===== src/tile_video_pkg.sv =====
//////////////////////////////////////////////////
// Tile layer video package
// Raster geometry, pixel and tile widths and the
// beam position and pixel output structs
//////////////////////////////////////////////////

`default_nettype none

package tile_video_pkg;

    localparam int H_TOTAL     = 384;
    localparam int H_VISIBLE   = 256;
    localparam int V_TOTAL     = 264;
    localparam int V_FIRST     = 16;
    localparam int V_LAST      = 239;
    localparam int FIXED_COLS  = 4;     // Left tile columns that ignore scroll
    localparam int PIPE_PIXELS = 12;    // Beam position to pixel_out latency

    typedef logic [8:0]  hpos_t;        // 0 to 383
    typedef logic [7:0]  vpos_t;        // Line count modulo 256
    typedef logic [3:0]  color_t;
    typedef logic [7:0]  pal_addr_t;    // {attr palette, pixel}
    typedef logic [12:0] rom_addr_t;    // {code msb, code, row}
    typedef logic [31:0] rom_word_t;    // One tile row, 8 pixels of 4 bits

    typedef struct packed {
        hpos_t h;
        vpos_t v;
        logic  hblank_n;
        logic  vblank_n;
    } screen_pos_t;

    typedef struct packed {
        color_t color;
        hpos_t  x;
        vpos_t  y;
        logic   de;
    } pixel_out_t;

endpackage

`default_nettype wire


===== src/raster_counter.sv =====
//////////////////////////////////////////////////
// Raster counter
// Pixel enable at half clk rate, beam position
// and blanking flags
//////////////////////////////////////////////////

`default_nettype none

module raster_counter (
    input  logic                        clk,
    input  logic                        rst,
    output logic                        pxl_cen,
    output tile_video_pkg::screen_pos_t pos
);
    import tile_video_pkg::*;

    logic       cen;
    hpos_t      h;
    logic [8:0] line_cnt;   // 0 to 263

    always_ff @(posedge clk or posedge rst) begin
        if (rst) begin
            cen      <= 1'b0;
            h        <= '0;
            line_cnt <= '0;
        end else begin
            cen <= ~cen;
            if (cen) begin
                if (h == hpos_t'(H_TOTAL - 1)) begin
                    h <= '0;
                    if (line_cnt == 9'(V_TOTAL - 1)) begin
                        line_cnt <= '0;
                    end else begin
                        line_cnt <= line_cnt + 9'd1;
                    end
                end else begin
                    h <= h + hpos_t'(1);
                end
            end
        end
    end

    assign pxl_cen = cen;

    always_comb begin
        pos.h        = h;
        pos.v        = line_cnt[7:0];   // Lines 256 to 263 fold onto 0 to 7
        pos.hblank_n = (h < hpos_t'(H_VISIBLE));
        pos.vblank_n = (line_cnt >= 9'(V_FIRST)) && (line_cnt <= 9'(V_LAST));
    end

endmodule

`default_nettype wire


===== config.mk =====
export PLATFORM = sky130hd
export DESIGN_NAME = raster_counter
export DESIGN_NICKNAME = d
export VERILOG_FILES = /design/src/tile_video_pkg.sv /design/src/raster_counter.sv
export SDC_FILE = /design/constraint.sdc
export NUM_CORES = 1
export LEC_CHECK = 0
export BUFFER_PORTS_ARGS = -buffer_cell sky130_fd_sc_hd__buf_4
export CORE_ASPECT_RATIO = 0.6
export CORE_MARGIN = 2
export CORE_UTILIZATION = 30
export DETAILED_ROUTE_END_ITERATION = 16
export PLACE_DENSITY_LB_ADDON = 0.3
export SLEW_MARGIN = 25
export SYNTH_ARGS = -nofsm -noshare
export SYNTH_HDL_FRONTEND = slang
export SYNTH_SLANG_ARGS = --single-unit

===== constraint.sdc =====
create_clock -name clk -period 4.61 [get_ports clk]
set_clock_uncertainty 0.05 [all_clocks]
set_input_delay 0.461 -clock clk [delete_from_list [all_inputs] [get_ports clk]]
set_output_delay 0.461 -clock clk [all_outputs]
set_load 0.02 [all_outputs]

==> flow_summary_export.csv <==
group,metric,value,unit
status,outcome,"complete, no violations",
power_and_ir_drop,irDropWorstVdd,124,uV
logic_synthesis,synthArstFlopShare,100,%
sta,setup_viol,0,
placement,port_buffers,21,
logic_synthesis,synth_area,0.00105,mm^2
drt,postRouteAntennaNets,0,
clocking,cts_root_buf,"clkbuf_8",
finish,area_growth,18.1,%
power_and_ir_drop,total_leakage_power,0.585,nW
worst_setup_path,critical-path-max-stage-delay,420,ps
global_routing,grt_pass1_vias,705,
finish,final_common_cell,"buf_4",
drt,first_pass_iters,4,
sta,tightest_slew,764,ps
worst_setup_path,cpMaxStageDelayCell,"dfrtp_1",
logic_synthesis,syn-num-nets,110,
sta,finalCritPeriodShare,42.8,%
sta,maxSlewHeadroom,49.0,%
floorplanning,dieArea,0.00399,mm^2
drt,vias,776,
drt,routed_wl,2.14,mm
clocking,clkTransAtPathRegs,70,ps
floorplanning,core,0.00330,mm^2
logic_synthesis,yosysWarnings,0,
logic_synthesis,syn-mean-instance-area,9.96,um^2
drt,drt_iter0_drc,68,
logic_synthesis,synth_flop_cell,"dfrtp_1",
clocking,clk_latency,260,ps
worst_setup_path,critPathMaxFanout,5,
sta,rsz0062_at_grt,"false",
logic_synthesis,syn_inst,105,
floorplanning,initial_utilization,31.7,%
finish,mostFrequentLayoutCells,"buf_4, dfrtp_1, inv_1, nand2_1, nand3_1",
power_and_ir_drop,p_per_area,232,mW/mm^2
clocking,cts_buffer_depth,2,
logic_synthesis,ys_ff_latch,19,
sta,fin_setup_tns,0,ps
global_routing,antenna_found_initial,0,
global_routing,grt_max_degree,20,
sta,fin_crit,1970,ps
finish,fin_nets,127,
clocking,holdBufCountCts,0,
clocking,cts_buffers,3,
global_routing,grt_use_total,12.1,%
worst_hold_path,hold_class,"input port to asynchronous set/reset pin",
clocking,h-tree-depth,1,
power_and_ir_drop,clockPowerShare,40.4,%
worst_setup_path,cp.arrival,1460,ps
drt,viasPerCell,4.67,
finish,diodes,0,
floorplanning,dieWidth,80.2,um
clocking,cts_resized,0,
power_and_ir_drop,comb_power_share,1.4,%
floorplanning,row_count,16,
finish,num-fill-cells,333,
worst_setup_path,critical_path_required,4100,ps
power_and_ir_drop,p_sw,0.0000591,W
clocking,clock_sinks,19,
drt,wl_per_cell,12.9,um
placement,place_ws,2910,ps
run,cap_violations,0,
placement,dp_hpwl,1.62,mm
power_and_ir_drop,p_seq_share,58.2,%
drt,drc,0,
sta,fmax,0.507,GHz
worst_setup_path,critical_path.endpoint_type,"output port",
logic_synthesis,ys_seq_area_share,45.5,%
floorplanning,io_pins,22,
worst_setup_path,worstRegToRegCells,5,
global_routing,grt_pass1_wl,3.64,mm
floorplanning,die_h,49.7,um
logic_synthesis,synth_edf_count,0,
sta,layout_setup_ws,2640,ps
worst_setup_path,crit_type,"flop to output port",
global_routing,grt-ovfl-total,0,
placement,gp_congestion,0.877,
power_and_ir_drop,p_int,0.000227,W
finish,layout-drive-gt1-share,28.1,%
clocking,cts_tree,"built",
clocking,postCtsSetupBuffers,0,
worst_setup_path,crit_chain,"and3_2 > a31oi_1 > nor2_1 > nor3_1 > buf_4",
worst_setup_path,startpoint_type,"flop",
sta,slew_viol_final,0,
power_and_ir_drop,sw_frac_of_total,20.6,%
sta,hold_viol,0,
logic_synthesis,synth.distinct_cells,32,
==> cell type report <==
class	count	area [um^2]	share of cell area, %
Sequential cell	19	475	38.5
Multi-Input combinational cell	68	465	37.7
Timing Repair Buffer	21	158	12.8
Tap cell	45	56.3	4.56
Clock buffer	3	41.3	3.34
Inverter	9	33.8	2.74
Clock inverter	1	5.00	0.405
==> through the flow <==
step / std cells / utilization [%] / cell area (um^2) / power, W / hold slack, ps
2_1_floorplan: 105 / - / 1050 / 0.000172 / 362
3_3_place_gp: 162 / 36.0 / 1190 / 0.000174 / 456
3_5_place_dp: 162 / 36.0 / 1190 / 0.000174 / 478
4_1_cts: 166 / 37.4 / 1230 / 0.000291 / 317
5_1_grt: 166 / 37.4 / 1230 / 0.000300 / 351
6_report: 166 / 37.4 / 1230 / 0.000286 / 291
==> synth_stat cells, types with 2 or more instances <==
master	instances	area share [%]
xor2_1	2	1.7
inv_1	9	3.2
or3_1	2	1.2
mux2i_1	2	1.9
ha_1	3	3.6
nand3_1	7	3.3
nor2_1	4	1.4
nor3_1	2	0.96
nand4_1	4	2.4
nand2_1	9	3.2
a21oi_1	3	1.4
and3_2	3	2.2
o21ai_0	6	2.9
buf_4	8	5.7
xnor2_1	6	5.0
dfrtp_1	19	45
==> critical path, delay by kind of cell, from the launching register on <==
| family | cells | cell delay, ps |
|---|---|---|
| and+or+nand+nor | 3 | 450 |
| buffers and inverters | 1 | 170 |
| AOI/OAI and AO/OA | 1 | 170 |
| DFF | 1 | 420 |
==> logic make-up after synthesis <==
group	after synthesis	share of synthesized area, %
compound gates	14	7.78
xor+xnor	8	6.70
fa+ha+maj	3	3.59
buf+inv	18	10.0
flops	19	45.5
mux	3	3.35
simple gates	40	23.1
==> power by group through the flow <==
stage / Clock, W / Sequential [W] / Combinational, W
2_1_floorplan: 0 / 0.000170 / 0.00000250
3_3_place_gp: 0 / 0.000170 / 0.00000414
3_5_place_dp: 0 / 0.000170 / 0.00000428
4_1_cts: 0.000120 / 0.000167 / 0.00000428
5_1_grt: 0.000128 / 0.000166 / 0.00000478
6_report: 0.000116 / 0.000167 / 0.00000396
==> sequential cells by signal (all words and copies together), names as in the netlist <==
register  cells
pxl_cen       1
line_cnt      9
h             9
==> final timing paths <==
kind / slack, ps / endpoint / startpoint
worst max-delay path: 2640 / pos[0] / line_cnt[2]
worst min-delay path: 290 / line_cnt[8] / rst
worst max register to register: 2920 / line_cnt[3] / h[0]
worst min register to register: 490 / line_cnt[2] / line_cnt[2]
max in group asynchronous: 3740 / h[4] / rst
min in group clk: 490 / line_cnt[2] / line_cnt[2]
==> routing by layer <==
layer | part of all wire (%) | track usage, % | wire, um
met5 | 0 | 0 | 0
met4 | 1.1 | 2.54 | 23
met3 | 7.6 | 4.76 | 162
met2 | 38 | 14.6 | 811
met1 | 53 | 19.6 | 1140
No activity file was read; power rests on OpenSTA's default activity.
