File: src/tile_video_pkg.sv
//////////////////////////////////////////////////
// Tile layer video package
// Raster geometry, pixel and tile widths and the
// beam position and pixel output structs
//////////////////////////////////////////////////

`default_nettype none

package tile_video_pkg;

    localparam int H_TOTAL     = 384;
    localparam int H_VISIBLE   = 256;
    localparam int V_TOTAL     = 264;
    localparam int V_FIRST     = 16;
    localparam int V_LAST      = 239;
    localparam int FIXED_COLS  = 4;     // Left tile columns that ignore scroll
    localparam int PIPE_PIXELS = 12;    // Beam position to pixel_out latency

    typedef logic [8:0]  hpos_t;        // 0 to 383
    typedef logic [7:0]  vpos_t;        // Line count modulo 256
    typedef logic [3:0]  color_t;
    typedef logic [7:0]  pal_addr_t;    // {attr palette, pixel}
    typedef logic [12:0] rom_addr_t;    // {code msb, code, row}
    typedef logic [31:0] rom_word_t;    // One tile row, 8 pixels of 4 bits

    typedef struct packed {
        hpos_t h;
        vpos_t v;
        logic  hblank_n;
        logic  vblank_n;
    } screen_pos_t;

    typedef struct packed {
        color_t color;
        hpos_t  x;
        vpos_t  y;
        logic   de;
    } pixel_out_t;

endpackage

`default_nettype wire

File: src/tile_bus_pkg.sv
//////////////////////////////////////////////////
// CPU bus package
// Byte-wide Wishbone structs and address map
//////////////////////////////////////////////////

`default_nettype none

package tile_bus_pkg;

    typedef logic [11:0] wb_addr_t;
    typedef logic [7:0]  wb_data_t;

    typedef struct packed {
        logic     cyc;
        logic     stb;
        logic     we;
        wb_addr_t adr;
        wb_data_t dat;
    } wb_req_t;

    typedef struct packed {
        logic     ack;
        wb_data_t dat;
    } wb_rsp_t;

    // 1 KB attribute and code VRAMs, two registers, 256 palette entries
    localparam wb_addr_t ATTR_BASE   = 12'h000;
    localparam wb_addr_t CODE_BASE   = 12'h400;
    localparam wb_addr_t SCROLL_ADDR = 12'h800;
    localparam wb_addr_t CTRL_ADDR   = 12'h801;
    localparam wb_addr_t PAL_BASE    = 12'hC00;

endpackage

`default_nettype wire

File: src/bus_decoder.sv
//////////////////////////////////////////////////
// Wishbone slave of the tile layer
// Address decode, scroll and control registers,
// read data select and one clk acknowledge
//////////////////////////////////////////////////

`default_nettype none

module bus_decoder (
    input  logic                   clk,
    input  logic                   rst,
    input  tile_bus_pkg::wb_req_t  req,
    output tile_bus_pkg::wb_rsp_t  rsp,
    output logic [9:0]             ram_addr,
    output tile_bus_pkg::wb_data_t ram_din,
    output logic                   attr_we,
    output logic                   code_we,
    output logic                   pal_we,
    input  tile_bus_pkg::wb_data_t attr_dout,
    input  tile_bus_pkg::wb_data_t code_dout,
    input  tile_video_pkg::color_t pal_dout,
    output tile_bus_pkg::wb_data_t scroll,
    output logic                   flip
);
    import tile_bus_pkg::*;

    logic     ack;
    logic     start;
    logic     in_attr, in_code, in_pal, is_scroll, is_ctrl;
    logic     sel_attr, sel_code, sel_pal;
    wb_data_t reg_q;    // Register or unmapped read value

    assign start     = req.cyc & req.stb & ~ack;
    assign in_attr   = (req.adr[11:10] == ATTR_BASE[11:10]);
    assign in_code   = (req.adr[11:10] == CODE_BASE[11:10]);
    assign in_pal    = (req.adr[11:8] == PAL_BASE[11:8]);
    assign is_scroll = (req.adr == SCROLL_ADDR);
    assign is_ctrl   = (req.adr == CTRL_ADDR);

    // Writes land on the edge that raises ack
    assign ram_addr = req.adr[9:0];
    assign ram_din  = req.dat;
    assign attr_we  = start & req.we & in_attr;
    assign code_we  = start & req.we & in_code;
    assign pal_we   = start & req.we & in_pal;

    always_ff @(posedge clk or posedge rst) begin
        if (rst) begin
            ack      <= 1'b0;
            sel_attr <= 1'b0;
            sel_code <= 1'b0;
            sel_pal  <= 1'b0;
            reg_q    <= '0;
            scroll   <= '0;
            flip     <= 1'b0;
        end else begin
            ack <= req.cyc & req.stb;   // Stays up until stb drops
            if (start) begin
                sel_attr <= in_attr;
                sel_code <= in_code;
                sel_pal  <= in_pal;
                reg_q    <= is_scroll ? scroll : (is_ctrl ? {7'd0, flip} : '0);
                if (req.we && is_scroll) begin
                    scroll <= req.dat;
                end
                if (req.we && is_ctrl) begin
                    flip <= req.dat[0];
                end
            end
        end
    end

    // RAM read data arrives together with ack
    assign rsp.ack = ack;
    assign rsp.dat = sel_attr ? attr_dout :
                     sel_code ? code_dout :
                     sel_pal  ? {4'd0, pal_dout} : reg_q;

endmodule

`default_nettype wire

File: config.mk
export PLATFORM = sky130hd
export DESIGN_NAME = bus_decoder
export DESIGN_NICKNAME = d
export VERILOG_FILES = /design/src/tile_video_pkg.sv /design/src/tile_bus_pkg.sv /design/src/bus_decoder.sv
export SDC_FILE = /design/constraint.sdc
export NUM_CORES = 1
export LEC_CHECK = 0
export BUFFER_PORTS_ARGS = -buffer_cell sky130_fd_sc_hd__buf_2
export CAP_MARGIN = 20
export CORE_UTILIZATION = 38
export DETAILED_ROUTE_END_ITERATION = 10
export GPL_ROUTABILITY_DRIVEN = 0
export PLACE_DENSITY = 0.88
export SLEW_MARGIN = 20
export SYNTH_ARGS = -nofsm -noshare
export SYNTH_HDL_FRONTEND = slang
export SYNTH_SLANG_ARGS = --single-unit
export TNS_END_PERCENT = 50
File: constraint.sdc
create_clock -name clk -period 1.47 [get_ports clk]
set_input_delay 0.0735 -clock clk [delete_from_list [all_inputs] [get_ports clk]]
set_output_delay 0.0735 -clock clk [all_outputs]
set_load 0.01 [all_outputs]
==> impl_metrics.ini <==
[critical_path]
path_cells = nand4b_1 -> buf_4 -> nor4_4 -> buf_6 -> mux2_2
cp_data_arrival_time_ns = 1.77
path_class = flip-flop to flip-flop
crit_fanout = 8
cp_top_family = simple AND/OR/NAND/NOR gates
crit_path_max_incr_delay_ns = 0.40
cp_data_required_time_ns = 1.65
critPathBufInv = 2
startpoint_type = flip-flop
crit_slowest_cell = dfrtp_1
crit_path_end_kind = flip-flop

[die]
placeableCoreArea_um2 = 3130
io_pins = 84
start_util = 0.407
dieWidth_um = 59.9
die_h_um = 59.9
num_rows = 20
dieArea_um2 = 3590

[cells_and_area]
final_util = 0.588
num-nets-final = 260
fin_area_um2 = 1840
antenna_cells = 0
areaGrowthSynthToFinish_pct = 44.4
stdcell_count = 258
drive_above_1_share = 0.607

[synthesis]
synth-seq-area-share = 0.413
synth.avg_cell_area_um2 = 9.58
post_synth_fa_ha_maj_area_fraction = 0
muxShareOfSynthArea = 0.163
synth-edff-count = 0
netlist_area_um2 = 1270
ys_async_sr_fraction = 1.00
synth-seq-cells = 21
synth_common_cells = dfrtp_1, buf_4, nand2_1, o21ai_0, mux2_2
synth_cells = 133
synth-main-ff-cell = dfrtp_1
synth-xor-area-share = 0
yosys-top-cells-area = dfrtp_1, mux2_2, buf_4
synth_top_family_by_area = simple AND/OR/NAND/NOR gates
synth_top_area_frac = 0.413
synthSimpleGateAreaFrac = 0.184
synth_area_leader_cell = dfrtp_1
yosys_warnings = 0
syn_nets = 178
synth_compound_area_frac = 0.0904
ys_types = 25
synth.most_common_cell = dfrtp_1

[clock_tree]
cts_sinks = 21
htree_num_levels = 1
cts_buffers = 3
cts_tree = done
clockRootBuffer = clkbuf_4
cts_buffer_depth = 2
clock_latency_ns = 0.29
clkSlewWorstSetupHoldPaths_ns = 0.11

[timing]
setup_viol = 17
fmaxAchievable_mhz = 630
rsz0062_at_grt = yes
period_minus_slack_ns = 1.59
slew_violations = 0
worst_slack_ns = -0.117
finalCritPeriodShare = 1.08
max-slew-margin-rel = 0.799
worst_pin_slew_ns = 0.298
fin_skew_ns = 0.00925
hold_viol_final = 0

[routing]
dr.pass1.iters = 4
drt-initial-drc-count = 27
route.met2.wl_mm = 1.54
wire_per_inst_um = 11.2
drt_wl_total_mm = 2.89
met1Wirelength_mm = 1.21
route.met3.wl_um = 132
vias = 1174
drcViolationCount = 0
ant_nets = 0
avgViaCountPerCell = 4.55
routed.top_layer = met4

[power_and_ir_drop]
vdd_drop_max_uv = 432
power.total_mw = 1.19
power.density_nw_per_um2 = 649
p_leak_nw = 0.965

[run]
cap_violations = 0

[place]
portBuffers = 83
hpwl_mm = 2.18
dpl_cell_area_um2 = 1680
dp.cells = 249
pre_cts_ws_ns = -0.282

[outcome]
violations = setup timing
run_status = complete, but fails checks

[global_route]
antenna_found_initial = 0
grtUsageTotal = 0.159
grt_remaining_overflow = 0
first_global_vias = 1001
grt_max_degree = 22
grt_pass1_wl_mm = 4.28

[worst_hold_path]
hp-class = input pin to flip-flop
-- repair_timing --
item                       in CTS  in global routing
pin swaps                       3                  3
setup endpoints to repair      27                 26
buffers inserted                4                  0
hold endpoints to repair       21                  0
hold buffers                    1                  0
resized for setup              30                  6
-- metrics by stage --
step,hold WS [ns],setup TNS [ns]
after detailed placement,0.113,-3.37
after CTS,0.00980,-1.26
after global placement,0.106,-3.14
after floorplan,0.0500,-1.14
after global routing,0.00935,-2.67
final,0.0163,-1.21
-- placed cells by master (no fill, tap or decap), drive strengths merged --
master       Yosys  final
a22oi            1      1
mux2i            5      5
dfrtp           21     21
nand2           19     19
nor2             3      3
o21ai           17     17
or4bb            1      1
nor3b            4      4
o31ai            1      1
and2             1      1
clkbuf           5      4
nor4             2      2
nor3             1      1
a21oi            3      3
nand3b           1      1
mux2            14     14
dlygate4sd3      0      1
buf             19    100
nand4b           1      1
inv              8      8
or4              3      3
nand2b           1      1
nor4b            1      1
or4b             1      1
-- power breakdown --
group          switching (mW)  internal (mW)
sequential             0.0275          0.588
combinational           0.140          0.175
clock                   0.159          0.105
total                   0.326          0.868
-- state kept, by name (all words and copies together) (netlist names) --
signal and count:
flip 1, ack 1, reg_q 8, scroll 8
sel_code 1, sel_pal 1, sel_attr 1
-- metal layers --
metal	GRT usage	up-vias
met1	0.202	531
met5	0	-
met3	0.0216	2
met2	0.287	39
li1	-	602
met4	0.0299	0
-- final timing paths --
path	startpoint	endpoint	slack, ns	cells past startpoint
max	ack	scroll[3]	-0.12	5
min	req[2]	scroll[2]	0.02	2
max reg2reg	ack	scroll[3]	-0.12	5
max in group asynchronous	rst	sel_code	0.90	4
min reg2reg	reg_q[2]	reg_q[2]	0.50	2
min in group asynchronous	rst	scroll[2]	0.35	4
-- cell type report --
class / count / area [um^2]
fill: 274 / 1290
timing repair buffer: 101 / 589
tap: 44 / 55.1
inverter: 8 / 30.0
sequential: 21 / 528
multi-input combinational: 80 / 611
clock buffer: 4 / 26.3
-- logic make-up (layout without fill, tap and decap cells) --
logic type	Yosys count	count (layout)
AOI/OAI and AO/OA	22	22
buffers and inverters	32	113
and+or+nand+nor	39	39
muxes	19	19
DFF	21	21
(Power assumes the default switching activity.)
